===== src/rtl/pov_pkg.sv =====
package pov_pkg;

  localparam int ROT_RES   = 1024; // Angle slots per turn.
  localparam int THETA_W   = 10;
  localparam int SCAN_RATE = 32;   // Scan lines per panel half.
  localparam int RAD_W     = 5;
  localparam int NUM_ROWS  = 64;   // Pixels per column.
  localparam int RGB_RES   = 9;

  // One half of a panel column, one colour word per pixel.
  typedef logic [NUM_ROWS-1:0][RGB_RES-1:0] half_col_t;

  typedef struct packed {
    logic [RAD_W-1:0]    radius;
    logic [NUM_ROWS-1:0] column;
  } slot_t;

  typedef struct packed {
    logic               we;
    logic [THETA_W-1:0] addr;
    slot_t              data;
  } ram_req_t;

  typedef struct packed {
    slot_t arm1;
    slot_t arm0;
  } arm_pair_t;

  typedef struct packed {
    logic [RAD_W-1:0] col_num;
    half_col_t        lower; // Goes out on rgb0.
    half_col_t        upper; // Goes out on rgb1.
  } panel_col_t;

  typedef struct packed {
    logic [RGB_RES-1:0] rgb0;
    logic [RGB_RES-1:0] rgb1;
    logic [RAD_W-1:0]   addr;
    logic               sclk;
    logic               latch;
    logic               oe;
  } hub75_t;

endpackage

===== src/rtl/fb_arbiter.sv =====
module fb_arbiter
  import pov_pkg::*;
(
  input  logic     clk_in,
  input  logic     rst_in,
  input  logic     fetch_req,
  input  ram_req_t fetch_cmd,
  input  logic     host_req,
  input  ram_req_t host_cmd,
  output logic     fetch_gnt,
  output logic     host_gnt,
  output ram_req_t ram_cmd
);

  logic host_ok;

  // Host drops req the cycle after its grant, so skip it while granted.
  assign host_ok = host_req && !host_gnt;

  // Grant and command are registered together; the RAM sees the command
  // in the grant cycle, and the read data follows one cycle later.
  always_ff @(posedge clk_in) begin
    if (rst_in) begin
      fetch_gnt  <= 1'b0;
      host_gnt   <= 1'b0;
      ram_cmd.we <= 1'b0;
    end else begin
      fetch_gnt <= fetch_req;               // Fetcher always wins.
      host_gnt  <= host_ok && !fetch_req;
      if (fetch_req) begin
        ram_cmd    <= fetch_cmd;
        ram_cmd.we <= 1'b0;
      end else if (host_ok) begin
        ram_cmd <= host_cmd;
      end else begin
        ram_cmd.we <= 1'b0;                 // Idle cycle, no write.
      end
    end
  end

endmodule


===== config.mk =====
export PLATFORM = sky130hd
export DESIGN_NAME = fb_arbiter
export DESIGN_NICKNAME = d
export VERILOG_FILES = /design/src/rtl/pov_pkg.sv /design/src/rtl/fb_arbiter.sv
export SDC_FILE = /design/constraint.sdc
export NUM_CORES = 1
export LEC_CHECK = 0
export ABC_CLOCK_PERIOD_IN_PS = 6200
export BUFFER_PORTS_ARGS = -buffer_cell sky130_fd_sc_hd__buf_2
export CAP_MARGIN = 30
export CORE_MARGIN = 5
export CORE_UTILIZATION = 37
export DETAILED_ROUTE_END_ITERATION = 8
export PLACE_DENSITY = 0.76
export SLEW_MARGIN = 15
export SYNTH_ARGS = -nofsm -noshare
export SYNTH_HDL_FRONTEND = slang
export SYNTH_SLANG_ARGS = --single-unit
export TNS_END_PERCENT = 20

===== constraint.sdc =====
create_clock -name clk_in -period 6.2 [get_ports clk_in]
set_input_delay 1.24 -clock clk_in [delete_from_list [all_inputs] [get_ports clk_in]]
set_output_delay 1.24 -clock clk_in [all_outputs]
set_load 0.02 [all_outputs]

# After elaboration in Yosys (flattened, before gate mapping)
# Cells that the tools add are included.
dict set report totals {
  reg_bits 82
  output_inout_bits 82
  wordCells 17
}
dict set report classes {
  mux 2
  bitwise 2
  n_reduce_logical 7
}
# operator count
set op_table {}
lappend op_table {{2-to-1 mux 79 bit} 2}
lappend op_table {{OR reduction 3 bit} 1}
lappend op_table {{logical AND 1 bit} 2}
lappend op_table {{logical NOT 1 bit} 2}
lappend op_table {{NOT 1 bit} 2}
lappend op_table {{AND reduction 2 bit} 1}
lappend op_table {{nonzero test 2 bit} 1}

# Logic depth before layout (Yosys ltp)
# Gate-level depths: netlist of run 1.
dict set report logic_depth {
  word_depth 4
  ltp_mapped 4
  ltp_nobuf 2
}

# Least setup slack after synthesis of run 1
# No wires, ideal clock.
dict set report synth_timing {
  path_kind {input -> register}
  start {input port fetch_req}
  end {register ram_cmd[0] (netlist name), enable pin}
  setup_time_ns 0.543
  arrival_ns 5.438
  slack_ns 0.219
  cell_stages 4
  cell_sequence {buf_6 buf_6 inv_1 a21oi_1}
}
dict set report synth_between {
  elab_chain_cells 2
}
# element line_no
set synth_lines {}
lappend synth_lines {{start: declaration} fb_arbiter.sv:6} ;# input logic fetch_req,
lappend synth_lines {{nonzero test 2 bit (no source line)} -}
lappend synth_lines {{AND reduction 2 bit (no source line)} -}
lappend synth_lines {{end signal: assignment} fb_arbiter.sv:31} ;# ram_cmd <= fetch_cmd;
lappend synth_lines {{end signal: assignment} fb_arbiter.sv:34} ;# ram_cmd <= host_cmd;
lappend synth_lines {{end: declaration} fb_arbiter.sv:12} ;# output ram_req_t ram_cmd
# No other way between the ends.
# A chain may end at the register's enable or synchronous reset.

# Worst setup path in the final report of run 1
dict set report layout_timing {
  start {input port fetch_req}
  end {register ram_cmd[33] (netlist name), enable pin}
}
# The elaborated chain is that of the path after synthesis.

==> impl_metrics.tcl, run 1 <==
set metrics [dict create \
    final_nets 589 \
    ir_drop_uv 152 \
    clkLatencyLatePin_ns 0.34 \
    portBuffers 244 \
    drt_iter0_markers 73 \
    pre_cts_slack_ns 2.52 \
    r2r-end "ram_cmd[33]" \
    finalSetupViolCount 0 \
    synth_nets 340 \
    postSynthAreaPerCell_um2 19.9 \
    clockRootBuffer "clkbuf_8" \
    synth_xor_area_share_pct 0 \
    fin_setup_tns_ns 0 \
    critPathLaunch "fetch_req" \
    vias 2430 \
    finalCritPeriodShare_pct 48.8 \
    utilization_pct 54.8 \
    final_common_cell "buf_2" \
    cts_sinks 82 \
    routedWlPerCell_um 15.5 \
    row_count 35 \
    hold_path_class "reg -> reg" \
    antenna_found_initial 0 \
    ios 246 \
    maxCapViolations 0 \
    synth-simple-area-share_pct 1.14 \
    synth_top_cell_by_area "edfxtp_1" \
    leakagePower_nw 2.24 \
    final-seq-area_um2 2430 \
    fin_worst_skew_ns 0.0138 \
    cp.required_ns 6.22 \
    syn_area_um2 3510 \
    grt_max_degree 82 \
    total_power_mw 1.28 \
    synth_seq_cells 82 \
    powerDensity_nw_per_um2 253 \
    rrSetupSlack_ns 4.37 \
    synthMuxAreaShare_pct 26.3 \
    timing.rr.start "host_gnt" \
    grt_pass1_vias 2517 \
    hold_violations 0 \
    cp-start-kind "input port" \
    die_height_um 107 \
    grt_pass1_wl_um 12200 \
    cts.repair.resized 0 \
    arrival_ns 3.05 \
    synth_cells 176 \
    worst_slew_pin_slew_ns 0.540 \
    fillers 785 \
    yosys.area_share.adder_pct 0 \
    first_pass_iters 3 \
    critPathKind "in -> reg" \
    path_max_fanout 46 \
    cts_setup_buffers 0 \
    layout_common_cells "243 x buf_2, 79 x edfxtp_1, 70 x mux2_2" \
    grt.total_usage_pct 13.9 \
    yosys_warnings 0 \
    slowest_delay_ns 0.48 \
    drive_gt1_share_pct 79.3 \
    design.core.area_um2 9240 \
    clockBufferDepth 2 \
    worstSetupEndpointType "flop" \
    place_congestion 0.742 \
    drv_slew 0 \
    ys_top_cells_by_area "edfxtp_1 68%, mux2_2 22%, mux2_4 3.9%, buf_6 2.9%, dfxtp_1 1.7%" \
    fin_area_um2 5060 \
    rsz0062_at_grt "no" \
    synth_cell_types 11 \
    numCtsBuffers 9 \
    vias_per_cell 4.35 \
    slew_headroom_pct 64.0 \
    drc 0 \
    ctsHoldBuffers 0 \
    cts_tree "done" \
    slowest_stage "buf_4" \
    postPlaceCellArea_um2 4810 \
    clk_pin_slew_ns 0.08 \
    crit_chain "buf_4, buf_12, inv_1, a21oi_4, buf_4, buf_12" \
    wl_um 8680 \
    finalCriticalPeriod_ns 3.02 \
    antennaDiodeCount 0 \
    die_w_um 107 \
    synth_top_family_by_area "multiplexers" \
    synth_compound_area_share_pct 0.143 \
    rr_worst_depth 4 \
    htreeDepth 3 \
    worstHoldStart "host_gnt" \
    ant_nets 0 \
    setup_ws_ns 3.18 \
    outcome "finished, final reports clean" \
    start_util_pct 37.9 \
    multi_input_area_um2 980 \
    synth_top_area_share_pct 67.7 \
    syn2layout_area_growth_pct 44.3 \
    ys_seq_area_share_pct 69.4 \
    die_area_um2 11500 \
    grt-ovfl-total 0 \
    min_to "host_gnt" \
    fmax_mhz 331 \
    hold_depth 1 \
]
==> synthesized netlist by cell type <==
cell	count
edfxtp_1	79
mux2_2	70
buf_6	9
mux2_4	9
dfxtp_1	3
a21oi_1	1
and2_1	1
inv_1	1
nand2b_1	1
nor2_1	1
nor4b_4	1
==> registers in the layout, summed over array words and instances (netlist names) <==
| name | flops |
|---|---|
| ram_cmd | 80 |
| fetch_gnt | 1 |
| host_gnt | 1 |
==> power breakdown <==
group	internal (mW)	switching, mW
sequential	0.652	0.00847
combinational	0.101	0.106
clock	0.228	0.186
==> logic make-up after synthesis <==
kind of cell           Yosys count
AND/OR/NAND/NOR                  4
AO/OA/AOI/OAI                    1
multiplexers                    79
flip-flops                      82
buffers and inverters           10
==> layout make-up <==
type	count	share of cell area, %
clock buffers	12	2.67
clock inverters	4	1.51
inverters	1	0.0742
multi-input cells	84	19.4
flip-flops and latches	82	48.1
well taps	129	3.19
repair buffers	247	25.1
==> per-layer routing <==
layer	share of wire (%)	global-route usage, %	wire length [um]	vias up
li1	-	-	-	1182
met1	36	15.2	3140	1095
met2	51	24.4	4400	147
met3	12	5.82	1060	6
met4	0.93	4.87	81	0
met5	0	0	0	-
==> worst max-delay path by stage <==
stage	endpoint	slack, ns	cells after the start
3_3_place_gp	ram_cmd[68]	2.64	4
6_report	ram_cmd[33]	3.18	6
2_1_floorplan	ram_cmd[0]	0.22	4
5_1_grt	ram_cmd[33]	3.06	6
4_1_cts	ram_cmd[28]	2.90	4
3_5_place_dp	ram_cmd[68]	2.52	4
==> metrics by stage <==
step / std cells / hold WS [ns]
floorplan: 176 / 0.598
global placement: 541 / 0.483
detailed placement: 541 / 0.495
CTS: 557 / 0.509
global route: 559 / 0.525
finish: 559 / 0.505
==> critical path, delay by kind of cell <==
family	cells	cell delay [ns]
AOI/OAI and AO/OA	1	0.15
buffers and inverters	5	1.60
Note: power is estimated with default switching activity, not from simulation.
==> run 2: changes to the inputs <==
--- a/config.mk
+++ b/config.mk
@@ -5,13 +5,14 @@
 export SDC_FILE = /design/constraint.sdc
 export NUM_CORES = 1
 export LEC_CHECK = 0
-export ABC_CLOCK_PERIOD_IN_PS = 6200
+export ABC_AREA = 1
+export ABC_CLOCK_PERIOD_IN_PS = 3100
 export BUFFER_PORTS_ARGS = -buffer_cell sky130_fd_sc_hd__buf_2
 export CAP_MARGIN = 30
 export CORE_MARGIN = 5
-export CORE_UTILIZATION = 37
+export CORE_UTILIZATION = 41
 export DETAILED_ROUTE_END_ITERATION = 8
-export PLACE_DENSITY = 0.76
+export PLACE_DENSITY = 0.8
 export SLEW_MARGIN = 15
 export SYNTH_ARGS = -nofsm -noshare
 export SYNTH_HDL_FRONTEND = slang
==> constraint.sdc (replaced) <==
create_clock -name clk_in -period 3.1 [get_ports clk_in]
set_input_delay 0.62 -clock clk_in [delete_from_list [all_inputs] [get_ports clk_in]]
set_output_delay 0.62 -clock clk_in [all_outputs]
set_load 0.02 [all_outputs]
==> impl_metrics.tcl, run 2 <==
set metrics [dict create \
    row_count 33 \
    yosys_warnings 0 \
    final_nets 753 \
    outcome "finished, final reports clean" \
    design.core.area_um2 8260 \
    cp-start-kind "input port" \
    hold_path_class "in -> reg" \
    finalSetupViolCount 0 \
    cts_setup_buffers 0 \
    regMostFlops "ram_cmd" \
    wl_um 9180 \
    yosys_most_used_dff "edfxtp_1" \
    die_w_um 102 \
    synth_cell_types 11 \
    syn_area_um2 3490 \
    numCtsBuffers 9 \
    multi_input_area_um2 926 \
    ir_drop_uv 279 \
    cp_top_family "buffers and inverters" \
    slowest_delay_ns 0.38 \
    hold_depth 3 \
    synth_top_area_share_pct 68.0 \
    powerDensity_nw_per_um2 511 \
    cts_tree "done" \
    cts.repair.resized 0 \
    slowest_stage "o21ai_4" \
    slew_headroom_pct 48.9 \
    fillers 701 \
    worst_slew_pin_slew_ns 0.767 \
    top_regs "ram_cmd x80, fetch_gnt x1, host_gnt x1" \
    fin_setup_tns_ns 0 \
    grt_max_degree 82 \
    fmax_mhz 600 \
    clockRootBuffer "clkbuf_8" \
    clk_pin_slew_ns 0.09 \
    die_area_um2 10500 \
    critPathKind "in -> reg" \
    crit_chain "buf_2, inv_4, o21ai_4, buf_16, buf_12" \
    yosys-top-cells-count "238 x nand2_1, 79 x edfxtp_1, 9 x buf_4" \
    rsz0062_at_grt "no" \
    synth_seq_cells 82 \
    yosysMostFrequentCell "nand2_1" \
    ant_nets 0 \
    synthArstFlopShare_pct 0 \
    maxCapViolations 0 \
    grt-ovfl-total 0 \
    cts_sinks 82 \
    layout_common_cells "244 x buf_2, 238 x nand2_1, 79 x edfxtp_1" \
    start_util_pct 42.2 \
    rr_worst_depth 5 \
    portBuffers 244 \
    antenna_found_initial 0 \
    clkLatencyLatePin_ns 0.34 \
    drv_slew 0 \
    finalCriticalPeriod_ns 1.67 \
    ios 246 \
    critPathBufInv 4 \
    postSynthAreaPerCell_um2 10.1 \
    routedWlPerCell_um 13.1 \
    first_pass_iters 4 \
    vias 3066 \
    hold_violations 0 \
    leakagePower_nw 2.63 \
    utilization_pct 60.5 \
    synth_top_cell_by_area "edfxtp_1" \
    cp.required_ns 3.12 \
    synth_edf_count 79 \
    drive_gt1_share_pct 44.8 \
    syn2layout_area_growth_pct 43.3 \
    ys_seq_area_share_pct 69.7 \
    hpwl_um 7080 \
    arrival_ns 1.69 \
    die_height_um 102 \
    synth_cells 347 \
    htreeDepth 3 \
    ys_top_cells_by_area "edfxtp_1 68%, nand2_1 26%, buf_4 1.9%, dfxtp_1 1.7%, buf_2 0.86%" \
    worstSetupEndpointType "flop" \
    antennaDiodeCount 0 \
    fin_worst_skew_ns 0.0139 \
    vias_per_cell 4.39 \
    grt_pass1_wl_um 13500 \
    drt_iter0_markers 82 \
    final-seq-area_um2 2430 \
    final_common_cell "buf_2" \
    clockBufferDepth 2 \
    ctsHoldBuffers 0 \
    grt.total_usage_pct 16.7 \
    grt_pass1_vias 2979 \
    drc 0 \
    largest_register_ffs 80 \
    synth_nets 511 \
    cp_num_cells 5 \
    finalCritPeriodShare_pct 53.8 \
    place_congestion 0.742 \
    path_max_fanout 51 \
]
run 2: cell types whose count changed after synthesis, moves of 6 or more:
cell | previous run | this run
buf_4 | 0 | 9
buf_2 | 0 | 6
mux2_2 | 70 | 0
buf_6 | 9 | 2
mux2_4 | 9 | 0
nand2_1 | 0 | 238
run 2: cell families after synthesis:
kind of cell / Yosys count / share of synthesized area [%]
flip-flops: 82 / 69.7
AND/OR/NAND/NOR: 242 / 26.1
AO/OA/AOI/OAI: 1 / 0.143
buffers and inverters: 22 / 4.05
run 2: path summary, 6_finish.rpt:
| path | from | to | slack (ns) |
|---|---|---|---|
| worst max-delay path | fetch_req | ram_cmd[1] | 1.43 |
| worst min-delay path | host_cmd[79] | ram_cmd[79] | 0.49 |
| worst max register to register | host_gnt | ram_cmd[1] | 1.52 |
| worst min register to register | host_gnt | ram_cmd[79] | 0.55 |
run 2: routing by layer:
metal | vias up | global-route usage [%] | part of all wire (%)
li1 | 1588 | - | -
met1 | 1312 | 17.7 | 35
met2 | 154 | 30.6 | 52
met3 | 12 | 6.48 | 12
met4 | 0 | 4.94 | 1.3
met5 | - | 0 | 0
run 2: where the power goes:
part	leakage [nW]	total, mW	switching (mW)	internal, mW
Combinational	1.74	0.443	0.272	0.171
Clock	0.0945	0.773	0.380	0.394
Sequential	0.797	1.34	0.0171	1.32
run 2: metrics by stage:
step           setup WS [ns]  instance area, um^2  instances  power [mW]  hold slack [ns]
6_report                1.43                 5000        699        2.55            0.491
5_1_grt                 1.37                 5000        699        2.67            0.481
4_1_cts                 1.20                 4970        698        2.58            0.475
3_5_place_dp           0.836                 4770        682        1.81            0.544
3_3_place_gp           0.867                 4770        682        1.79            0.522
2_1_floorplan          0.547                 3500        347        1.60            0.656
run 2: tightest hold or removal path, cell delays in order:
cell and delay (ns):
buf_2 0.10, inv_1 0.04, nor2_1 0.03
run 2: area by class of cell:
| class | count | area share, % |
|---|---|---|
| sequential | 82 | 48.7 |
| clock inverter | 6 | 1.33 |
| clock buffer | 10 | 2.75 |
| multi-input combinational | 243 | 18.5 |
| inverter | 5 | 0.426 |
| timing repair buffer | 248 | 25.7 |
| tap | 105 | 2.63 |
