`src/rtl/pov_pkg.sv`:
```
package pov_pkg;

  localparam int ROT_RES   = 1024; // Angle slots per turn.
  localparam int THETA_W   = 10;
  localparam int SCAN_RATE = 32;   // Scan lines per panel half.
  localparam int RAD_W     = 5;
  localparam int NUM_ROWS  = 64;   // Pixels per column.
  localparam int RGB_RES   = 9;

  // One half of a panel column, one colour word per pixel.
  typedef logic [NUM_ROWS-1:0][RGB_RES-1:0] half_col_t;

  typedef struct packed {
    logic [RAD_W-1:0]    radius;
    logic [NUM_ROWS-1:0] column;
  } slot_t;

  typedef struct packed {
    logic               we;
    logic [THETA_W-1:0] addr;
    slot_t              data;
  } ram_req_t;

  typedef struct packed {
    slot_t arm1;
    slot_t arm0;
  } arm_pair_t;

  typedef struct packed {
    logic [RAD_W-1:0] col_num;
    half_col_t        lower; // Goes out on rgb0.
    half_col_t        upper; // Goes out on rgb1.
  } panel_col_t;

  typedef struct packed {
    logic [RGB_RES-1:0] rgb0;
    logic [RGB_RES-1:0] rgb1;
    logic [RAD_W-1:0]   addr;
    logic               sclk;
    logic               latch;
    logic               oe;
  } hub75_t;

endpackage
```
`src/rtl/host_write_port.sv`:
```
module host_write_port
  import pov_pkg::*;
(
  input  logic               clk_in,
  input  logic               rst_in,
  input  logic               wr_valid,
  input  logic [THETA_W-1:0] wr_addr,
  input  slot_t              wr_slot,
  input  logic               gnt,
  output logic               req,
  output ram_req_t           cmd,
  output logic               wr_busy
);

  logic pending;

  always_ff @(posedge clk_in) begin
    if (rst_in) begin
      pending <= 1'b0;
    end else if (gnt) begin
      pending <= 1'b0; // Written this cycle.
    end else if (wr_valid) begin
      pending <= 1'b1;
    end
  end

  always_ff @(posedge clk_in) begin
    if (wr_valid && !pending) begin
      cmd.we   <= 1'b1;
      cmd.addr <= wr_addr;
      cmd.data <= wr_slot;
    end
  end

  assign req     = pending;
  assign wr_busy = pending;

endmodule

```
`config.mk`:
```
export PLATFORM = sky130hd
export DESIGN_NAME = host_write_port
export DESIGN_NICKNAME = d
export VERILOG_FILES = /design/src/rtl/pov_pkg.sv /design/src/rtl/host_write_port.sv
export SDC_FILE = /design/constraint.sdc
export NUM_CORES = 1
export LEC_CHECK = 0
export BUFFER_PORTS_ARGS = -buffer_cell sky130_fd_sc_hd__buf_2
export CAP_MARGIN = 40
export CORE_UTILIZATION = 30
export DETAILED_ROUTE_END_ITERATION = 10
export PLACE_DENSITY = 0.72
export SYNTH_ARGS = -nofsm -noshare
export SYNTH_HDL_FRONTEND = slang
export SYNTH_SLANG_ARGS = --single-unit
```
`constraint.sdc`:
```
create_clock -name clk_in -period 4.7 [get_ports clk_in]
set_input_delay 0.235 -clock clk_in [delete_from_list [all_inputs] [get_ports clk_in]]
set_output_delay 0.235 -clock clk_in [all_outputs]
set_load 0.005 [all_outputs]
```
**After elaboration in Yosys (flattened, before gate mapping)**

Index checks and enable logic that the tools add are counted.
W data, S select, Z words.

- Bits in registers: 80
- Input port bits: 83
- Output and inout bits: 82
- Word-level logic and storage cells: 7

- Reduce and logical (&&, ||, !) cells: 3

Operator list:

| operator | number |
|---|---|
| $reduce_or A2 Y1 | 1 |
| $logic_and A1 B1 Y1 | 1 |
| $logic_not A1 Y1 | 1 |

**Depth between registers and ports, before layout**

Gate-level depths: netlist (run 1).

- Word-level depth: 2
- Mapped depth: 2
- Gate-level depth less buffers: 2

**Worst setup path after synthesis (run 1)**

Ideal clock, no wire load.

- Path type: reg2reg
- Start point: reg pending, in the netlist req
- End point: reg cmd[0] in the netlist's numbering, enable pin
- Library setup time: 526 ps
- Arrival: 3851 ps
- Data required time: 4174 ps
- Path slack: 323 ps
- Cell stages (with the launch flop): 2
- Buffers on the path: 0
- Clock period less this slack: 4377 ps
- Cell sequence: dfxtp_1 nor2b_1

- Cells in the longest elaborated chain, start to end: 2

RTL lines:

| what | RTL line | RTL |
|---|---|---|
| start: declaration | host_write_port.sv:15 | `logic pending;` |
| start signal: assignment | host_write_port.sv:19 | `pending <= 1'b0;` |
| start signal: assignment | host_write_port.sv:21 | `pending <= 1'b0;` |
| start signal: assignment | host_write_port.sv:23 | `pending <= 1'b1;` |
| $logic_not A1 Y1 | host_write_port.sv:28 | `if (wr_valid && !pending) begin` |
| $logic_and A1 B1 Y1 | host_write_port.sv:28 |  |
| end: declaration | host_write_port.sv:11 | `output ram_req_t cmd,` |

No other way between the ends.
A chain may end at the register's enable or synchronous reset.

**Worst setup path after layout (run 1)**

- Start point: reg pending, in the netlist req
- End point: reg cmd[3] in the netlist's numbering, enable pin

Same word-level chain as after synthesis.

==> results of run 1 <==
==> cell families (layout without fill, tap and decap cells) <==
kind of cell           count (synthesis)  count (layout)  synth area share, %
other                                  1               3                0.154
buffers and inverters                  2             181                0.617
and+or+nand+nor                        3               3                0.824
DFF                                   80              80                 98.4
==> power groups by stage <==
| stage | registers, mW | clock network [mW] | logic, mW |
|---|---|---|---|
| after floorplan | 0.870 | 0 | 0.0143 |
| after global placement | 0.858 | 0 | 0.0960 |
| after detailed placement | 0.859 | 0 | 0.101 |
| after CTS | 0.843 | 0.541 | 0.101 |
| after global routing | 0.846 | 0.565 | 0.108 |
| final | 0.842 | 0.523 | 0.0981 |
==> registers in the layout, indices dropped and copies added (netlist names) <==
register / cells
req: 1
cmd: 79
==> through the flow <==
stage / hold WS [ns] / std cells / setup WS [ns] / util (%)
floorplan: 0.304 / 86 / 0.323 / -
global placement: 0.404 / 350 / 2.61 / 43.4
detailed placement: 0.404 / 351 / 3.25 / 43.7
CTS: 0.0228 / 367 / 3.23 / 46.3
global route: 0.0232 / 367 / 3.16 / 46.3
finish: 0.0460 / 369 / 3.26 / 46.4
==> per-layer routing <==
layer	routed length, um	vias to the layer above
li1	-	689
met1	1970	660
met2	2250	97
met3	581	13
met4	118	2
met5	12	-
==> Yosys cell counts <==
cell type,count,area [sq um]
nor3_2,1,10.0
nor2b_1,1,6.26
dfxtp_1,1,20.0
edfxtp_1,79,2370
conb_1,1,3.75
nor2_1,1,3.75
buf_4,2,15.0
==> placed cells by master, fill, tap and decap left out, types with 2 or more instances in the layout <==
cell / instances
buf_2: 163
edfxtp_1: 79
diode_2: 2
clkbuf_1: 3
bufinv_16: 2
clkbuf_8: 9
==> worst paths after layout <==
| path | startpoint | to | slack [ns] | cells after the start |
|---|---|---|---|---|
| worst max-delay path | req | cmd[3] | 3.26 | 2 |
| worst min-delay path | rst_in | req | 0.05 | 2 |
| worst max register to register | req | cmd[3] | 3.26 | 2 |
| worst min register to register | req | req | 0.58 | 2 |
==> final cells by class <==
type | count | share of cell area (%)
Antenna cell | 2 | 0.139
Clock buffer | 12 | 3.75
Clock inverter | 4 | 1.91
Multi-Input combinational cell | 4 | 0.868
Sequential cell | 80 | 66.4
Tap cell | 102 | 3.54
Timing Repair Buffer | 165 | 23.4
==> impl_metrics.ini, run 1 <==
[status]
outcome = complete, no violations

[place]
place_area_sq_um = 3390
gp_congestion = 0.676
portBuffers = 163

[detailed_routing]
avgViaCountPerCell = 3.96
routed_wl_um = 4930
vias = 1461
drt_iter0_markers = 57
wl_per_cell_um = 13.4
ant_nets = 0
drc_errors = 0
dr.pass1.iters = 4

[sta]
finalSetupTns_ns = 0
period_share_pct = 30.6
timing_hold_violations_final = 0
fin_skew_ns = 0.0111
fmax_mhz = 696
slew_violations = 0
period_needed_ns = 1.44
finalSetupViolCount = 0
rsz0062_at_grt = no

[synthesis]
syn_nets = 169
synth_warnings = 0
synthCells = 86
yosysUniqueCellTypes = 7
syn_area_sq_um = 2430
ys_ff_latch = 80
synth.yosys.seq_area_share_pct = 98.4
syn_area_per_cell_sq_um = 28.3

[setup_path]
cp_data_required_time_ns = 4.68
worstSetupPathType = flop to flop
setup.worst_path.start_class = flop
critical_path.max_stage_delay_ns = 0.46
cp_top_family = buffers and inverters
arrival_ns = 1.42
cp_num_buf_inv = 1
end_kind = flop
path_max_fanout = 40
cp_slowest_cell = buf_4
path_cells = nor2b_4 -> buf_4

[global_route]
use_met1_pct = 13.5
grt_max_degree = 41
first_global_vias = 1523
grt_pass1_wl_um = 7200
top_usage_layer = met2
grt_use_met3_pct = 5.89
met2_usage_pct = 17.4
grt-ovfl-total = 0
antenna_found_initial = 3
track_usage_pct = 11.8

[clocking]
ctsResizeCount = 0
clkSlewWorstSetupHoldPaths_ns = 0.08
cts_buffer_depth = 2
clk_latency_ns = 0.34
post_cts_buffers = 0
cts_max_level = 3
cts_buffers = 9
clock_sinks = 80
ctsHoldBuffers = 0
cts_tree = done
root_buffer = clkbuf_8

[pwr]
swShare_pct = 19.2
p_sw_mw = 0.281
pwr-share-clk_pct = 35.7
power_mw = 1.46
p_leak_nw = 1.55
ir_drop_uv = 195
p_per_area_nw_per_um2 = 406
pwr-share-comb_pct = 6.7
intPower_mw = 1.18
seqPwrFrac_pct = 57.6

[floorplan]
initial_core_util_pct = 31.3
fp.coreArea_sq_um = 7770
ios = 165
num_rows = 32
fp.dieH_um = 92.0
dieArea_sq_um = 8470
die_w_um = 92.0

[finish]
drive_gt1_share_pct = 67.5
nets = 343
stdcell_area_sq_um = 3600
area_delta_synth_final_pct = 48.2
seq_area_sq_um = 2390
n_fill_cell = 705
multi_input_area_sq_um = 31.3

[worst_hold_path]
hp-class = input port to flop

[run]
maxCapViolCount = 0
Note: power is estimated with default switching activity, not from simulation.
==> run 2, diff against run 1 <==
- ABC_AREA: not set -> 1
- clock period: 4.7 -> 1.42 ns (I/O delays scaled with it)
==> run 2 against run 1 <==
  * First-iteration DRC count down 5.3%
  * Critical path depth up 3
  * Clock-buffer cell count down 2
  * Via count up 24%
  * Cell count up 23%
  * Clock skew down 0.0054 ns
  * Sequential cell count unchanged
  * Routed wire length up 26%
  * Final area up 22%
  * Hold slack better by 0.39 ns
  * Worst setup slack worse by 3.0 ns
  * Largest cell class unchanged
==> impl_metrics.ini, run 2 <==
[finish]
final_util_pct = 56.3
top_register = cmd
antennaDiodeCount = 0
drive_gt1_share_pct = 51.6
area_delta_synth_final_pct = 80.5
n_fill_cell = 617
final_cells = 453
final_cell_mix = 163 x buf_2, 82 x dlygate4sd3_1, 79 x edfxtp_1
largest_register_ff_count = 79
nets = 429
final_common_cell = buf_2

[pwr]
swShare_pct = 21.0
power_mw = 4.69
ir_drop_uv = 578
pwr-share-comb_pct = 11.1
p_leak_nw = 1.88
intPower_mw = 3.70
p_per_area_nw_per_um2 = 1070
p_sw_mw = 0.984
seqPwrFrac_pct = 59.5
pwr-share-clk_pct = 29.4

[clocking]
clkSlewWorstSetupHoldPaths_ns = 0.08
cts_buffer_depth = 2
clk_latency_ns = 0.34
root_buffer = clkbuf_8
cts_buffers = 9
cts_max_level = 3
clock_sinks = 80
cts_tree = done

[sta]
rsz0062_at_grt = no
hold_ws_ns = 0.441
period_share_pct = 84.0
finalSetupViolCount = 0
fin_skew_ns = 0.00571
timing_hold_violations_final = 0
finalSetupTns_ns = 0
slew_violations = 0
fmax_mhz = 839
period_needed_ns = 1.19

[synthesis]
netlist.area_leader.share_pct = 97.3
synth_most_common_cell = edfxtp_1
synth.yosys.seq_area_share_pct = 98.2
synthTopCellsByCount = 79 x edfxtp_1, 3 x inv_1, 3 x nor2_1, 2 x buf_4
synth_xor_area_share_pct = 0
synthAdderAreaFrac_pct = 0
synth_warnings = 0
synth_top_family_by_area = buffers and inverters
synth_edf_count = 79
synth.area.top_cells = edfxtp_1 97%, dfxtp_1 0.82%, buf_4 0.62%
yosysTopAreaCell = edfxtp_1
ys_ff_latch = 80
synth_compound_area_share_pct = 0
syn_area_per_cell_sq_um = 27.1
synthFlopType = edfxtp_1
synthSimpleGateAreaFrac_pct = 0.616
synthCells = 90
synthMuxAreaShare_pct = 0
syn_nets = 173
syn_area_sq_um = 2440
async_reset_ff_share_pct = 0
yosysUniqueCellTypes = 7

[floorplan]
dieArea_sq_um = 8490
fp.coreArea_sq_um = 7810
ios = 165
die_w_um = 92.1
initial_core_util_pct = 31.2
fp.dieH_um = 92.1
num_rows = 32

[global_route]
top_usage_layer = met2
grt_max_degree = 42
grt_pass1_wl_um = 9190
grt-ovfl-total = 0
grt_use_met3_pct = 3.65
met2_usage_pct = 27.7
antenna_found_initial = 0
use_met1_pct = 15.0
first_global_vias = 1937
track_usage_pct = 14.9

[detailed_routing]
avgViaCountPerCell = 4.00
drc_errors = 0
routed_wl_um = 6210
dr.pass1.iters = 4
ant_nets = 0
drt_iter0_markers = 54
wl_per_cell_um = 13.7
vias = 1813

[worst_hold_path]
hp-class = input port to flop

[setup_path]
setup.worst_path.start_class = input port
arrival_ns = 1.21
cp_slowest_cell = dlygate4sd3_1
worstSetupPathType = input port to flop
cp_data_required_time_ns = 1.44
cp_top_family = buffers and inverters
path_cells = dlygate4sd3_1 -> buf_2 -> inv_1 -> nor2_4 -> buf_12
cp_num_buf_inv = 4
path_max_fanout = 41
critical_path.max_stage_delay_ns = 0.54
end_kind = flop

[run]
maxCapViolCount = 0

[place]
gp_congestion = 0.657
portBuffers = 163
hpwl_um = 3780
numPlacedInstances = 355

[status]
outcome = complete, no violations
run 2: changes by cell type after synthesis, sizes merged:
cell / before / now
inv: 0 / 3
nand2: 0 / 1
nor2: 1 / 3
nor2b: 1 / 0
nor3: 1 / 0
run 2: layer usage:
metal  up-vias  routed length (um)
met4         0                 165
met1       831                2320
met3        15                 450
met2       110                3280
met5         -                   0
li1        857                   -
run 2: cell type report:
type | count | area (sq um) | share of cell area (%)
Timing Repair Buffer | 247 | 1680 | 38.1
Inverter | 3 | 11.3 | 0.256
Tap cell | 102 | 128 | 2.90
Clock inverter | 6 | 36.3 | 0.825
Multi-Input combinational cell | 5 | 26.3 | 0.597
Sequential cell | 80 | 2390 | 54.4
Clock buffer | 10 | 128 | 2.90
run 2: what timing repair did:
action / CTS / global route
gates resized for setup: 0 / 0
hold endpoints to repair: 80 / 0
buffers inserted: 0 / 0
hold buffers: 82 / 0
endpoints found under the setup margin: 0 / 0
run 2: kinds of logic (layout without fill, tap and decap cells):
logic type | Yosys count | count (layout)
flops | 80 | 80
buf+inv | 5 | 266
other cells | 1 | 1
simple gates | 4 | 4
run 2: worst register-to-register path: stages, from the launching register on:
cell and delay [ns]:
dfxtp_2 0.34, nor2_4 0.14, buf_12 0.24
run 2: metrics by stage:
step | worst slack, ns | instance area (sq um)
6_report | 0.228 | 4400
5_1_grt | 0.172 | 4400
4_1_cts | 0.292 | 4400
3_5_place_dp | 0.374 | 3410
3_3_place_gp | 0.390 | 3410
2_1_floorplan | -0.489 | 2450
run 2: path summary, 6_finish.rpt:
check	start	endpoint	slack [ns]	cells past startpoint
worst min-delay path	wr_slot[39]	cmd[39]	0.44	2
worst max register to register	req	cmd[37]	0.36	2
worst max-delay path	wr_valid	cmd[37]	0.23	5
worst min register to register	req	req	0.53	2
run 2: power groups by stage:
stage / clock, mW / combinational [mW] / sequential (mW)
6_report: 1.38 / 0.521 / 2.79
5_1_grt: 1.53 / 0.566 / 2.80
4_1_cts: 1.45 / 0.517 / 2.79
3_5_place_dp: 0 / 0.345 / 2.84
3_3_place_gp: 0 / 0.336 / 2.84
2_1_floorplan: 0 / 0.0503 / 2.87
==> run 3, diff against run 2 <==
- PLACE_DENSITY: 0.72 -> 0.74
- clock period: 1.42 -> 1 ns (I/O delays scaled with it)
==> run 3 against run 2 <==
  * Largest power group unchanged
  * The run now ends with negative setup slack left
  * Final area is 4.5% higher
  * Hold slack worse by 0.038 ns
  * Cell count is 2.2% higher
  * First-iteration DRC count is 15% lower
  * Core utilization is 2.5 points higher
  * Clock power is 85% higher
  * Highest routed layer unchanged
  * Critical endpoint is now cmd[60]
==> impl_metrics.ini, run 3 (synthesis gave the netlist of run 2 again) <==
[floorplan]
die_w_um = 92.1
ios = 165
num_rows = 32
fp.coreArea_sq_um = 7810
initial_core_util_pct = 31.2
dieArea_sq_um = 8490
fp.dieH_um = 92.1

[detailed_routing]
wl_per_cell_um = 14.7
vias = 1864
ant_nets = 0
routed_wl_um = 6820
drt_iter0_markers = 46
avgViaCountPerCell = 4.03
drc_errors = 0
dr.pass1.iters = 4

[finish]
n_fill_cell = 613
stdcell_area_sq_um = 4600
final_cells = 463
final_common_cell = buf_2
largest_register_ff_count = 79
final_cell_mix = 163 x buf_2, 82 x dlygate4sd3_1, 79 x edfxtp_1
area_delta_synth_final_pct = 88.6
top_register = cmd
final_util_pct = 58.9
drive_gt1_share_pct = 52.7
nets = 435

[global_route]
track_usage_pct = 15.3
antenna_found_initial = 4
first_global_vias = 2020
grt-ovfl-total = 0
grt_max_degree = 54
grt_pass1_wl_um = 9450

[place]
dp_slack_ns = -0.0999
numPlacedInstances = 356
place_area_sq_um = 3410
portBuffers = 163
gp_congestion = 0.670

[pwr]
pwr-share-comb_pct = 11.2
swShare_pct = 20.2
pwr-share-clk_pct = 34.7
intPower_mw = 5.85
seqPwrFrac_pct = 54.0
p_leak_nw = 1.98
p_sw_mw = 1.48
p_per_area_nw_per_um2 = 1590
ir_drop_uv = 1330

[clocking]
clk_latency_ns = 0.33
root_buffer = clkbuf_8
clock_sinks = 80
cts_max_level = 3
cts_tree = done
clkSlewWorstSetupHoldPaths_ns = 0.08
cts_buffer_depth = 2
cts_buffers = 9

[setup_path]
worstSetupPathType = flop to flop
setup.worst_path.start_class = flop
cp_data_required_time_ns = 1.05
arrival_ns = 1.13
end_kind = flop
path_max_fanout = 13

[sta]
rsz0062_at_grt = yes
fin_skew_ns = 0.00579
setup_ws_ns = -0.0797
finalSetupTns_ns = -4.96
fmax_mhz = 926
timing_hold_violations_final = 0
period_share_pct = 108
period_needed_ns = 1.08
finalSetupViolCount = 79
slew_violations = 0

[run]
maxCapViolCount = 0

[worst_hold_path]
hp-class = input port to flop

[status]
outcome = complete, but fails checks
violations = negative setup slack
-- run 3: cell types whose count changed in the layout (fill, tap and decap cells not counted), moves of 2 or more --
cell / before / now
bufinv_16: 0 / 2
buf_16: 0 / 2
clkinv_4: 0 / 2
clkinvlp_4: 3 / 0
diode_2: 0 / 4
clkbuf_16: 0 / 3
-- run 3: layer usage --
metal / up-vias / wire (um) / global-route usage (%)
li1: 878 / - / -
met1: 859 / 2560 / 15.2
met2: 113 / 3520 / 28.4
met3: 14 / 577 / 5.22
met4: 0 / 163 / 7.55
met5: - / 0 / 0
-- run 3: path summary, 6_finish.rpt --
check | from | to | slack [ns] | cells after the start
setup reg to reg | req | cmd[60] | -0.08 | 3
hold reg to reg | req | req | 0.63 | 3
setup / recovery | req | cmd[60] | -0.08 | 3
hold / removal | wr_valid | cmd[54] | 0.40 | 5
-- run 3: repair_timing --
action	CTS	global route
setup endpoints to repair	79	81
hold buffers	81	1
resized for setup	1	5
buffers inserted	0	1
hold endpoints to repair	80	1
pin swaps	0	1
gates cloned	0	4
-- run 3: worst max-delay path, cell delays in order, from the launching register on --
cell       delay [ns]
dfxtp_2          0.34
nor2_4           0.12
buf_12           0.15
clkbuf_16        0.18
-- run 3: layout make-up --
cell class,count,area (sq um),area share (%)
antenna,4,10.0,0.218
clock buffer,9,124,2.69
clock inverter,7,95.1,2.07
inverter,3,11.3,0.245
multi-input combinational,5,26.3,0.572
sequential,80,2390,52.1
tap,102,128,2.78
timing repair buffer,253,1810,39.4
-- run 3: power groups by stage --
stage / Clock, mW / Sequential (mW) / Combinational (mW)
floorplan: 0 / 4.07 / 0.0714
global placement: 0 / 4.03 / 0.470
detailed placement: 0 / 4.04 / 0.483
CTS: 2.63 / 3.96 / 0.732
global route: 2.75 / 3.98 / 0.890
finish: 2.55 / 3.96 / 0.824
-- run 3: metrics by stage --
stage	total power [mW]	hold slack, ns
2_1_floorplan	4.14	0.149
3_3_place_gp	4.50	0.227
3_5_place_dp	4.52	0.228
4_1_cts	7.32	-0.0566
5_1_grt	7.61	0.406
6_report	7.33	0.403
