==> config.mk <==
export PLATFORM = sky130hd
export DESIGN_NAME = hub75_scanner
export DESIGN_NICKNAME = d
export VERILOG_FILES = /design/src/rtl/pov_pkg.sv /design/src/rtl/hub75_scanner.sv
export SDC_FILE = /design/constraint.sdc
export NUM_CORES = 1
export LEC_CHECK = 0
export ABC_AREA = 1
export BUFFER_PORTS_ARGS = -buffer_cell sky130_fd_sc_hd__buf_2
export CAP_MARGIN = 15
export CORE_AREA = 2 2 464 466
export CTS_CLUSTER_DIAMETER = 80
export DETAILED_ROUTE_END_ITERATION = 8
export DIE_AREA = 0 0 466 468
export MAX_ROUTING_LAYER = met4
export PLACE_DENSITY_LB_ADDON = 0.12
export SKIP_LAST_GASP = 1
export SLEW_MARGIN = 20
export SYNTH_ARGS = -nofsm -noshare
export SYNTH_HDL_FRONTEND = slang
export SYNTH_SLANG_ARGS = --single-unit
==> constraint.sdc <==
create_clock -name clk_in -period 38.9 [get_ports clk_in]
set_input_delay 1.945 -clock clk_in [delete_from_list [all_inputs] [get_ports clk_in]]
set_output_delay 1.945 -clock clk_in [all_outputs]
set_load 0.02 [all_outputs]
==> src/rtl/pov_pkg.sv <==
package pov_pkg;

  localparam int ROT_RES   = 1024; // Angle slots per turn.
  localparam int THETA_W   = 10;
  localparam int SCAN_RATE = 32;   // Scan lines per panel half.
  localparam int RAD_W     = 5;
  localparam int NUM_ROWS  = 64;   // Pixels per column.
  localparam int RGB_RES   = 9;

  // One half of a panel column, one colour word per pixel.
  typedef logic [NUM_ROWS-1:0][RGB_RES-1:0] half_col_t;

  typedef struct packed {
    logic [RAD_W-1:0]    radius;
    logic [NUM_ROWS-1:0] column;
  } slot_t;

  typedef struct packed {
    logic               we;
    logic [THETA_W-1:0] addr;
    slot_t              data;
  } ram_req_t;

  typedef struct packed {
    slot_t arm1;
    slot_t arm0;
  } arm_pair_t;

  typedef struct packed {
    logic [RAD_W-1:0] col_num;
    half_col_t        lower; // Goes out on rgb0.
    half_col_t        upper; // Goes out on rgb1.
  } panel_col_t;

  typedef struct packed {
    logic [RGB_RES-1:0] rgb0;
    logic [RGB_RES-1:0] rgb1;
    logic [RAD_W-1:0]   addr;
    logic               sclk;
    logic               latch;
    logic               oe;
  } hub75_t;

endpackage
==> src/rtl/hub75_scanner.sv <==
module hub75_scanner
  import pov_pkg::*;
(
  input  logic       clk_in,
  input  logic       rst_in,
  input  panel_col_t col,
  input  logic       col_valid,
  output hub75_t     pins,
  output logic       last
);

  typedef enum logic [1:0] {
    S_INIT,
    S_IDLE,
    S_SHIFT,
    S_LATCH
  } scan_state_t;

  scan_state_t                 state;
  panel_col_t                  col_q;
  logic [$clog2(NUM_ROWS)-1:0] pix;
  logic                        phase; // High on the sclk rise clock.

  always_ff @(posedge clk_in) begin
    if (rst_in) begin
      state <= S_INIT;
      pix   <= '0;
      phase <= 1'b0;
      pins  <= '0;
      pins.oe <= 1'b1; // Blanked in reset.
      last  <= 1'b0;
    end else begin
      last       <= 1'b0;
      pins.latch <= 1'b0;
      pins.oe    <= 1'b0;
      case (state)
        S_INIT: begin
          last  <= 1'b1; // Kicks off the formatter.
          state <= S_IDLE;
        end
        S_IDLE: begin
          if (col_valid) begin
            pins.rgb0 <= col.lower[0];
            pins.rgb1 <= col.upper[0];
            pins.sclk <= 1'b0;
            pix       <= '0;
            phase     <= 1'b1;
            state     <= S_SHIFT;
          end
        end
        S_SHIFT: begin
          if (phase) begin
            pins.sclk <= 1'b1;
            phase     <= 1'b0;
          end else if (pix == NUM_ROWS - 1) begin
            pins.sclk  <= 1'b0;
            pins.addr  <= col_q.col_num;
            pins.latch <= 1'b1;
            pins.oe    <= 1'b1;
            state      <= S_LATCH;
          end else begin
            pins.rgb0 <= col_q.lower[pix + 1'b1];
            pins.rgb1 <= col_q.upper[pix + 1'b1];
            pins.sclk <= 1'b0;
            pix       <= pix + 1'b1;
            phase     <= 1'b1;
          end
        end
        S_LATCH: begin
          last  <= 1'b1;
          state <= S_IDLE;
        end
        default: state <= S_IDLE;
      endcase
    end
  end

  always_ff @(posedge clk_in) begin
    if ((state == S_IDLE) && col_valid) begin
      col_q <= col;
    end
  end

endmodule

Word-level counts from Yosys, hierarchy flattened
Cells that the tools add are included.

operators by class
  $add $sub $neg = 1
  order comparisons = 1
  equal/unequal tests = 8
  muxes and demuxes = 28
  bitwise gates (word level) = 2
  reductions and logical operators = 9

operators by type and width
  cell                                                                   count
  9-bit binary-select mux with 6-bit select                              2
  18-bit two-way mux                                                     2
  18-bit case mux with 2 select lines                                    1
  23-bit two-way mux                                                     1
  6-bit two-way mux                                                      3
  9-bit two-way mux                                                      2
  6-bit case mux with 2 select lines                                     1
  1-bit two-way mux                                                      8
  2-bit two-way mux                                                      4
  2-bit inequality test, second input constant                           4
  6-bit by 7-bit < comparator with 1-bit output, second input constant   1
  6-bit by 1-bit adder with 6-bit output, second input constant          1
  6-bit equality test, second input constant                             1
  2-bit case mux with 3 select lines                                     1
  3-bit AND reduction                                                    2
  5-bit two-way mux                                                      1
  2-bit equality test, second input constant                             2
  1-bit case mux with 2 select lines                                     2
  4-bit AND reduction                                                    1
  3-bit OR reduction                                                     1
  2-bit by 1-bit equality test with 1-bit output, second input constant  1
  2-bit logical NOT                                                      1
  1-bit inverter                                                         2
  2-bit AND reduction                                                    1
  other kinds (3)                                                        3

word-level totals
  flip-flop bits (word level) = 1193
  bits of input ports = 1160
  output and inout bits = 27
  logic and storage cells = 188

Logic depth before layout (Yosys ltp)
Gate-level depths: netlist of the first run.

  word-level depth = 6
  mapped depth = 14
  depth with buffers taken out = 13

Worst setup path before layout of the first run
OpenSTA, ideal clock, no wires.

  path kind = input to register
  start = input port col_valid
  end = register pix[0]
  setup time = 86 ps
  arrival = 27108 ps
  required time = 38814 ps
  setup slack = 11706 ps
  cell stages on the path = 6
  path buffers = 0
  cells stage by stage = nand2_1 -> inv_1 -> a21oi_1 -> nor3_1 -> nor2_1 -> a211oi_1

on the way
  word-level cells in the longest chain between the ends = 2

RTL lines
  what                             RTL line             text
  start: declaration               hub75_scanner.sv:7   input logic col_valid,
  2-bit inequality test (no line)  -
  4-bit AND reduction (no line)    -
  end signal: assignment           hub75_scanner.sv:65  pix <= pix + 1'b1;
  end: declaration                 hub75_scanner.sv:21  logic [$clog2(NUM_ROWS)-1:0] pix;

No other way between the ends.
A chain may end at the register's enable or synchronous reset.

Final worst setup path of the first run
  start = register pix[0]
  end = register pins[15] (netlist bit)

on the way
  word-level cells in the longest chain between the ends = 6
  elaborated cells on any way between the ends = 9
  classes of those cells = 1 x add/sub; 2 x eq/ne; 5 x mux; 1 x reduce/logical

RTL lines
  what                                       RTL line             text
  6-bit by 1-bit adder with 6-bit output     hub75_scanner.sv:63  pins.rgb1 <= col_q.upper[pix + 1'b1];
  9-bit binary-select mux with 6-bit select  hub75_scanner.sv:63
  9-bit two-way mux (implied by the code)    hub75_scanner.sv:63
  18-bit two-way mux                         hub75_scanner.sv:55  end else if (pix == NUM_ROWS - 1) begin
  23-bit two-way mux                         hub75_scanner.sv:52  if (phase) begin
  18-bit case mux with 2 select lines        hub75_scanner.sv:36  case (state)
  end: declaration                           hub75_scanner.sv:8   output hub75_t pins,

Several ways; a longest one is shown, not always the timed one. The select of a mux whose other input is x is not followed.

==> results of run 1 <==
-- registers in the layout, summed over array words and instances, names as in the netlist --
register and cells:
col_q 1157, last 1, phase 1, pins 26, pix 6, state 2
-- per-layer routing --
layer	up-vias	track usage (%)	routed length, um
met5	-	-	0
met3	404	5.51	16800
met4	0	4.74	5890
met2	1563	33.5	107000
li1	17400	-	-
met1	18400	25.4	95400
-- synthesized netlist by cell type, types with 2 or more instances --
cell type	instances	area share, %
nand2_1	1536	12
edfxtp_1	1157	71
nand3_1	807	8.2
inv_1	306	2.3
buf_2	160	1.6
nor2_1	151	1.2
o21ai_0	76	0.77
clkbuf_1	54	0.41
a21oi_1	42	0.43
dfxtp_1	36	1.5
buf_4	18	0.28
buf_1	17	0.13
o21ai_1	16	0.16
o211ai_1	9	0.14
inv_2	5	0.038
a22oi_1	4	0.061
buf_6	3	0.069
ha_1	3	0.076
nand2_2	2	0.025
nand4_1	2	0.025
-- metrics by stage --
step | total power, mW | instance area, um^2 | setup WS [ns] | hold slack [ns]
floorplan | 2.39 | 49100 | 11.71 | 0.412
global placement | 2.45 | 57900 | 32.86 | 0.440
detailed placement | 2.45 | 57900 | 32.86 | 0.460
CTS | 3.87 | 62800 | 33.61 | 0.462
global route | 3.99 | 63000 | 33.26 | 0.482
finish | 3.81 | 63100 | 33.58 | 0.464
-- worst max-delay path: stages, from the launching register on --
cell and delay [ns]:
dfxtp_4 0.58, inv_8 0.52, buf_12 0.49, buf_4 0.79
buf_4 0.80, nand2_1 0.11, nand2_1 0.10, nand2_1 0.06
nand3_1 0.11, nand3_1 0.30, nand3_1 0.31, nand3_1 0.22
nand2_1 0.11, nand2_1 0.06, a21oi_1 0.13
-- cell type report --
class | count | area [um^2]
Multi-Input combinational cell | 2653 | 11300
Fill cell | 22500 | 150000
Clock inverter | 81 | 773
Timing Repair Buffer | 1233 | 6400
Inverter | 311 | 1200
Sequential cell | 1193 | 35500
Tap cell | 2838 | 3550
Clock buffer | 191 | 4100
Antenna cell | 109 | 273
-- worst min path at each step --
stage / from / end / cells after the start
global route: pins[2] / pins[2] / 2
finish: col_q[1156] / pins[7] / 2
CTS: col_q[1156] / pins[7] / 2
global placement: col_q[1156] / pins[7] / 2
floorplan: col_q[1152] / pins[3] / 2
detailed placement: pins[2] / pins[2] / 2
-- kinds of logic (layout without fill, tap and decap cells) --
group	Yosys count	count (layout)
compound gates	149	149
xor+xnor	1	1
other cells	0	109
simple gates	2500	2500
fa+ha+maj	3	3
buf+inv	564	1816
flops	1193	1193
-- power groups by stage --
stage	registers (mW)	logic [mW]	clock network [mW]
floorplan	2.01	0.382	0
global placement	1.74	0.704	0
detailed placement	1.74	0.704	0
CTS	1.72	0.706	1.45
global route	1.73	0.764	1.49
finish	1.72	0.686	1.41
-- cell usage in the layout, fill, tap and decap left out, types with 4 or more instances in the layout --
master,count
nand2_1,1535
o21ai_1,16
a22oi_1,4
clkbuf_1,30
clkbuf_16,157
clkinv_1,39
nor2_1,150
buf_12,7
o211ai_1,9
o21ai_0,76
inv_8,4
buf_2,1186
diode_2,109
edfxtp_1,1157
bufinv_16,13
a21oi_1,42
inv_6,9
inv_1,304
clkbuf_8,4
dfxtp_1,35
clkinv_2,14
nand3_1,807
buf_4,39
==> results.json, run 1 <==
{
  "power_switching_mw": 1.14,
  "ant_nets": 0,
  "rr_startpoint": "pix[0]",
  "cts_root_buffer": "clkbuf_16",
  "comb_power_share_pct": 18.0,
  "drt_iter0_markers": 3107,
  "drt-vias-per-instance": 4.39,
  "worstSetupEndpoint": "pins[15]",
  "die_w_um": 466,
  "worst-setup-path-type": "reg -> reg",
  "cp-end-kind": "register",
  "yosys.area_share.adder_pct": 0.0764,
  "final_cells": 8609,
  "swShare_pct": 30.0,
  "maxCapViolCount": 0,
  "synthMuxAreaShare_pct": 0,
  "p_seq_share_pct": 45.1,
  "post-cts-setup-buffer-count": 0,
  "firstDrtPassIters": 5,
  "grt_max_degree": 164,
  "cts.clk_slew.worst_paths_ns": 0.06,
  "fin_setup_tns_ns": 0,
  "syn_area_per_cell_um2": 11.1,
  "max_freq_ghz": 0.188,
  "wirelength_um": 225000,
  "fin_crit_sh_pct": 13.7,
  "hp-class": "reg -> reg",
  "clk_latency_ns": 0.80,
  "leakage_nw": 25.8,
  "nets": 6707,
  "yosysWarningCount": 0,
  "yosys_register_bits": 1193,
  "vias": 37800,
  "synthFlopType": "edfxtp_1",
  "path_max_fanout": 138,
  "rrSetupSlack_ns": 33.58,
  "arrival_ns": 6.03,
  "ys_types": 26,
  "internal_power_mw": 2.67,
  "tritoncts": "built",
  "synthToLayoutAreaGrowth_pct": 28.4,
  "rr_endpoint": "pins[15]",
  "synth_top_family_by_area": "simple AND/OR/NAND/NOR gates",
  "skew_ns": 0.0315,
  "htreeDepth": 4,
  "p_per_area_mw_per_mm2": 60.5,
  "fin_util_pct": 29.6,
  "clock-sinks": 1193,
  "gp_congestion": 0.833,
  "async_flop_share_pct": 0,
  "grt-ovfl-total": 0,
  "grt_setup_unrepaired": "no",
  "routedWlPerCell_um": 26.2,
  "yosys.area_share.simple_pct": 21.2,
  "die_h_um": 468,
  "start_kind": "register",
  "synth_xor_xnor_area_share_pct": 0.0560,
  "status": "completed",
  "syn_nets": 5573,
  "hpwl_um": 163000,
  "synth_cells": 4410,
  "cts_max_path_buffers": 3,
  "start_util_pct": 23.0,
  "synth_compound_area_share_pct": 1.59,
  "drive_gt1_share_pct": 25.6,
  "synth_enable_flop_cells": 1157,
  "io_buffers": 1186,
  "grtUsageTotal_pct": 20.6,
  "reg2regPathDepth": 14,
  "num_rows": 170,
  "grt_pass1_wl_um": 302000,
  "relSlewSlack_pct": 18.5,
  "drv_slew": 0,
  "grt_pass1_vias": 37000,
  "cts_hold_buf": 0,
  "cts_made_buffers": 152,
  "ys_seq_area_share_pct": 72.2,
  "ctsResizeCount": 0,
  "place_inst": 8228,
  "antenna_found_initial": 211,
  "clkPwrFrac_pct": 37.0,
  "syn_area_mm2": 0.0491,
  "die_area_mm2": 0.218,
  "drc": 0,
  "ir_drop_mv": 0.0429,
  "hold_viol": 0,
  "setup_viol": 0,
  "setup.worst_path.start": "pix[0]",
  "io_pins": 1187,
  "core_area_mm2": 0.213,
  "fin_crit_ns": 5.32,
  "worst_pin_slew_ns": 1.22,
  "critical_path_required_ns": 39.62
}
Note: power is estimated with default switching activity, not from simulation.
==> run 2: changes to the inputs <==
Settings changed: ABC_AREA 1 to 0, CORE_AREA 2 2 464 466 to 2 2 461 463, DIE_AREA 0 0 466 468 to 0 0 463 465.
Clock period 38.9 ns to 5.45 ns, I/O delays scaled along.
==> run 2 against run 1 <==
  * Clock power increased to 6.9 times the previous value
  * Critical path type unchanged
  * Highest routed layer unchanged
  * Sequential cell count unchanged
  * Total power increased to 7.5 times the previous value
==> results.json, run 2 <==
{
  "p_seq_share_pct": 43.5,
  "rrSetupSlack_ns": 1.74,
  "num_rows": 169,
  "core_area_mm2": 0.211,
  "layout.area.seq_mm2": 0.0355,
  "die_h_um": 465,
  "drt_iter0_markers": 2639,
  "largest_register_ffs": 1157,
  "final_common_cell": "buf_2",
  "cp-end-kind": "register",
  "synth_cells": 2154,
  "comb_power_share_pct": 22.5,
  "clkPwrFrac_pct": 34.0,
  "grt_pass1_vias": 34300,
  "grt_max_degree": 154,
  "rr_endpoint": "pins[12]",
  "path_max_fanout": 55,
  "place_inst": 6092,
  "status": "completed",
  "cts_root_buffer": "clkbuf_16",
  "grt-ovfl-total": 0,
  "yosysTopAreaCellShare_pct": 76.1,
  "multi_input_area_mm2": 0.00961,
  "gp_congestion": 0.827,
  "hold_viol": 0,
  "die_w_um": 463,
  "yosysMostFrequentCell": "edfxtp_1",
  "syn_nets": 3317,
  "worst_hold_slack_ns": 0.118,
  "syn_area_per_cell_um2": 21.2,
  "nFillCells": 20700,
  "skew_ns": 0.0384,
  "hp-start": "rst_in",
  "cts_made_buffers": 151,
  "crit_slowest_cell": "a31oi_1",
  "drt-vias-per-instance": 4.16,
  "final_cells": 7574,
  "critical_path_required_ns": 6.17,
  "grt_pass1_wl_um": 276000,
  "clk_latency_ns": 0.80,
  "met3_length_um": 10800,
  "ys_types": 53,
  "clock-sinks": 1193,
  "htreeDepth": 4,
  "largest-register": "col_q",
  "hpwl_um": 154000,
  "critPathBufInv": 2,
  "yosys_register_bits": 1193,
  "fin_util_pct": 34.0,
  "die_area_mm2": 0.215,
  "drc": 0,
  "slowest_delay_ns": 0.82,
  "whs_path_depth": 3,
  "start_kind": "register",
  "internal_power_mw": 20.1,
  "drt-met1-wl_um": 92200,
  "arrival_ns": 4.43,
  "synthToLayoutAreaGrowth_pct": 56.7,
  "yosys-top-cells-area": "edfxtp_1 (76%), mux4_2 (15%), nand2_1 (1.9%)",
  "worst_pin_slew_ns": 1.08,
  "reg2regPathDepth": 8,
  "swShare_pct": 29.2,
  "max_freq_ghz": 0.270,
  "setup_viol": 0,
  "async_flop_share_pct": 0,
  "crit_chain": "ha_4, buf_12, buf_12, mux4_2, nand2_1, a31oi_1, nand4_1, a31oi_1",
  "path_delay_family": "compound AO/OA/AOI/OAI gates",
  "vias": 31500,
  "yosysTopAreaCell": "edfxtp_1",
  "routedWlPerCell_um": 27.1,
  "ir_drop_mv": 0.294,
  "tritoncts": "built",
  "relSlewSlack_pct": 28.0,
  "maxCapViolCount": 0,
  "rr_startpoint": "pix[0]",
  "synth_enable_flop_cells": 1157,
  "yosysWarningCount": 0,
  "power_switching_mw": 8.32,
  "post-cts-setup-buffer-count": 0,
  "top_regs": "col_q (1157), pins (26), pix (6)",
  "cts.clk_slew.worst_paths_ns": 0.06,
  "nets": 5745,
  "antenna_found_initial": 81,
  "grtUsageTotal_pct": 19.2,
  "start_util_pct": 21.7,
  "leakage_nw": 25.6,
  "layout_common_cells": "buf_2 (1186), dlygate4sd3_1 (1158), edfxtp_1 (1157)",
  "firstDrtPassIters": 5,
  "ant_nets": 0,
  "drv_slew": 0,
  "hp-class": "in -> reg",
  "io_buffers": 1186,
  "synthFlopType": "edfxtp_1",
  "syn_area_mm2": 0.0457,
  "hold_end": "pins[3]",
  "grt_setup_unrepaired": "no",
  "ys_seq_area_share_pct": 77.7,
  "cts_max_path_buffers": 3,
  "p_per_area_mw_per_mm2": 398,
  "highest_layer": "met4",
  "wl_met2_um": 98400,
  "drive_gt1_share_pct": 37.5,
  "worst-setup-path-type": "reg -> reg",
  "fin_crit_sh_pct": 68.0,
  "wirelength_um": 205000,
  "ys_top_cells_by_count": "edfxtp_1 (1157), mux4_2 (297), nand2_1 (234), nand3_1 (80), clkbuf_1 (58)",
  "fin_crit_ns": 3.71,
  "p_total_mw": 28.5,
  "io_pins": 1187
}
## run 2: cell count changes in the layout (fill, tap and decap cells not counted), sizes merged, moves of 12 or more
cell / before / now
a21oi: 42 / 16
a31oi: 0 / 34
diode: 109 / 54
dlygate4sd3: 0 / 1158
inv: 321 / 16
mux2i: 0 / 12
mux4: 0 / 298
nand2: 1538 / 235
nand3: 807 / 81
nand4: 2 / 22
nor2: 152 / 33
o21ai: 92 / 6
## run 2: how the worst max path moves through the flow
| stage | start | to | slack, ns | cells after the start |
|---|---|---|---|---|
| 2_1_floorplan | state[1] | col_q[0] | -3.47 | 3 |
| 5_1_grt | pix[0] | pins[12] | 1.46 | 8 |
| 3_3_place_gp | pix[0] | pins[12] | 1.43 | 8 |
| 3_5_place_dp | pix[0] | pins[12] | 1.55 | 8 |
| 4_1_cts | pix[0] | pins[12] | 1.54 | 8 |
| 6_report | pix[0] | pins[12] | 1.74 | 8 |
## run 2: repair_timing
| item | CTS | global route |
|---|---|---|
| endpoints found under the setup margin | 0 | 0 |
| hold buffers | 1158 | 0 |
| endpoints found under the hold margin | 1176 | 0 |
| resized for setup | 0 | 0 |
## run 2: kinds of logic after synthesis
group / synth area share (%)
AND/OR/NAND/NOR: 3.69
XOR/XNOR: 0.189
flip-flops: 77.7
buffers and inverters: 1.52
adder cells (fa/ha/maj): 0.0822
AO/OA/AOI/OAI: 1.90
multiplexers: 15.0
## run 2: worst min-delay path, delay by kind of cell
| kind | cells | cell delay (ns) |
|---|---|---|
| buffers and inverters | 2 | 0.37 |
| AND/OR/NAND/NOR | 1 | 0.16 |
## run 2: power groups by stage
stage	Combinational (mW)	Sequential (mW)	Clock [mW]
after floorplan	3.32	12.9	0
after global placement	5.87	12.6	0
after detailed placement	5.82	12.6	0
after CTS	6.59	12.4	9.99
after global routing	6.87	12.5	10.3
final	6.40	12.4	9.68
## run 2: routing by layer
layer | up-vias | GRT usage [%]
met3 | 209 | 3.64
met2 | 1236 | 30.5
met1 | 16100 | 25.5
met4 | 0 | 3.93
met5 | - | -
li1 | 13900 | -
## run 2: area by class of cell
class	count	area share, %
clock buffer	190	5.57
timing repair buffer	2394	25.3
tap	2821	4.93
clock inverter	80	1.02
sequential	1193	49.5
antenna	54	0.189
inverter	6	0.0315
multi-input combinational	836	13.4
## run 2: stage by stage
step	TNS [ns]	area, um^2	worst slack [ns]
6_report	0	71600	1.74
4_1_cts	0	71500	1.54
2_1_floorplan	-4009.00	45700	-3.47
3_5_place_dp	0	55100	1.55
3_3_place_gp	0	55100	1.43
5_1_grt	0	71600	1.46
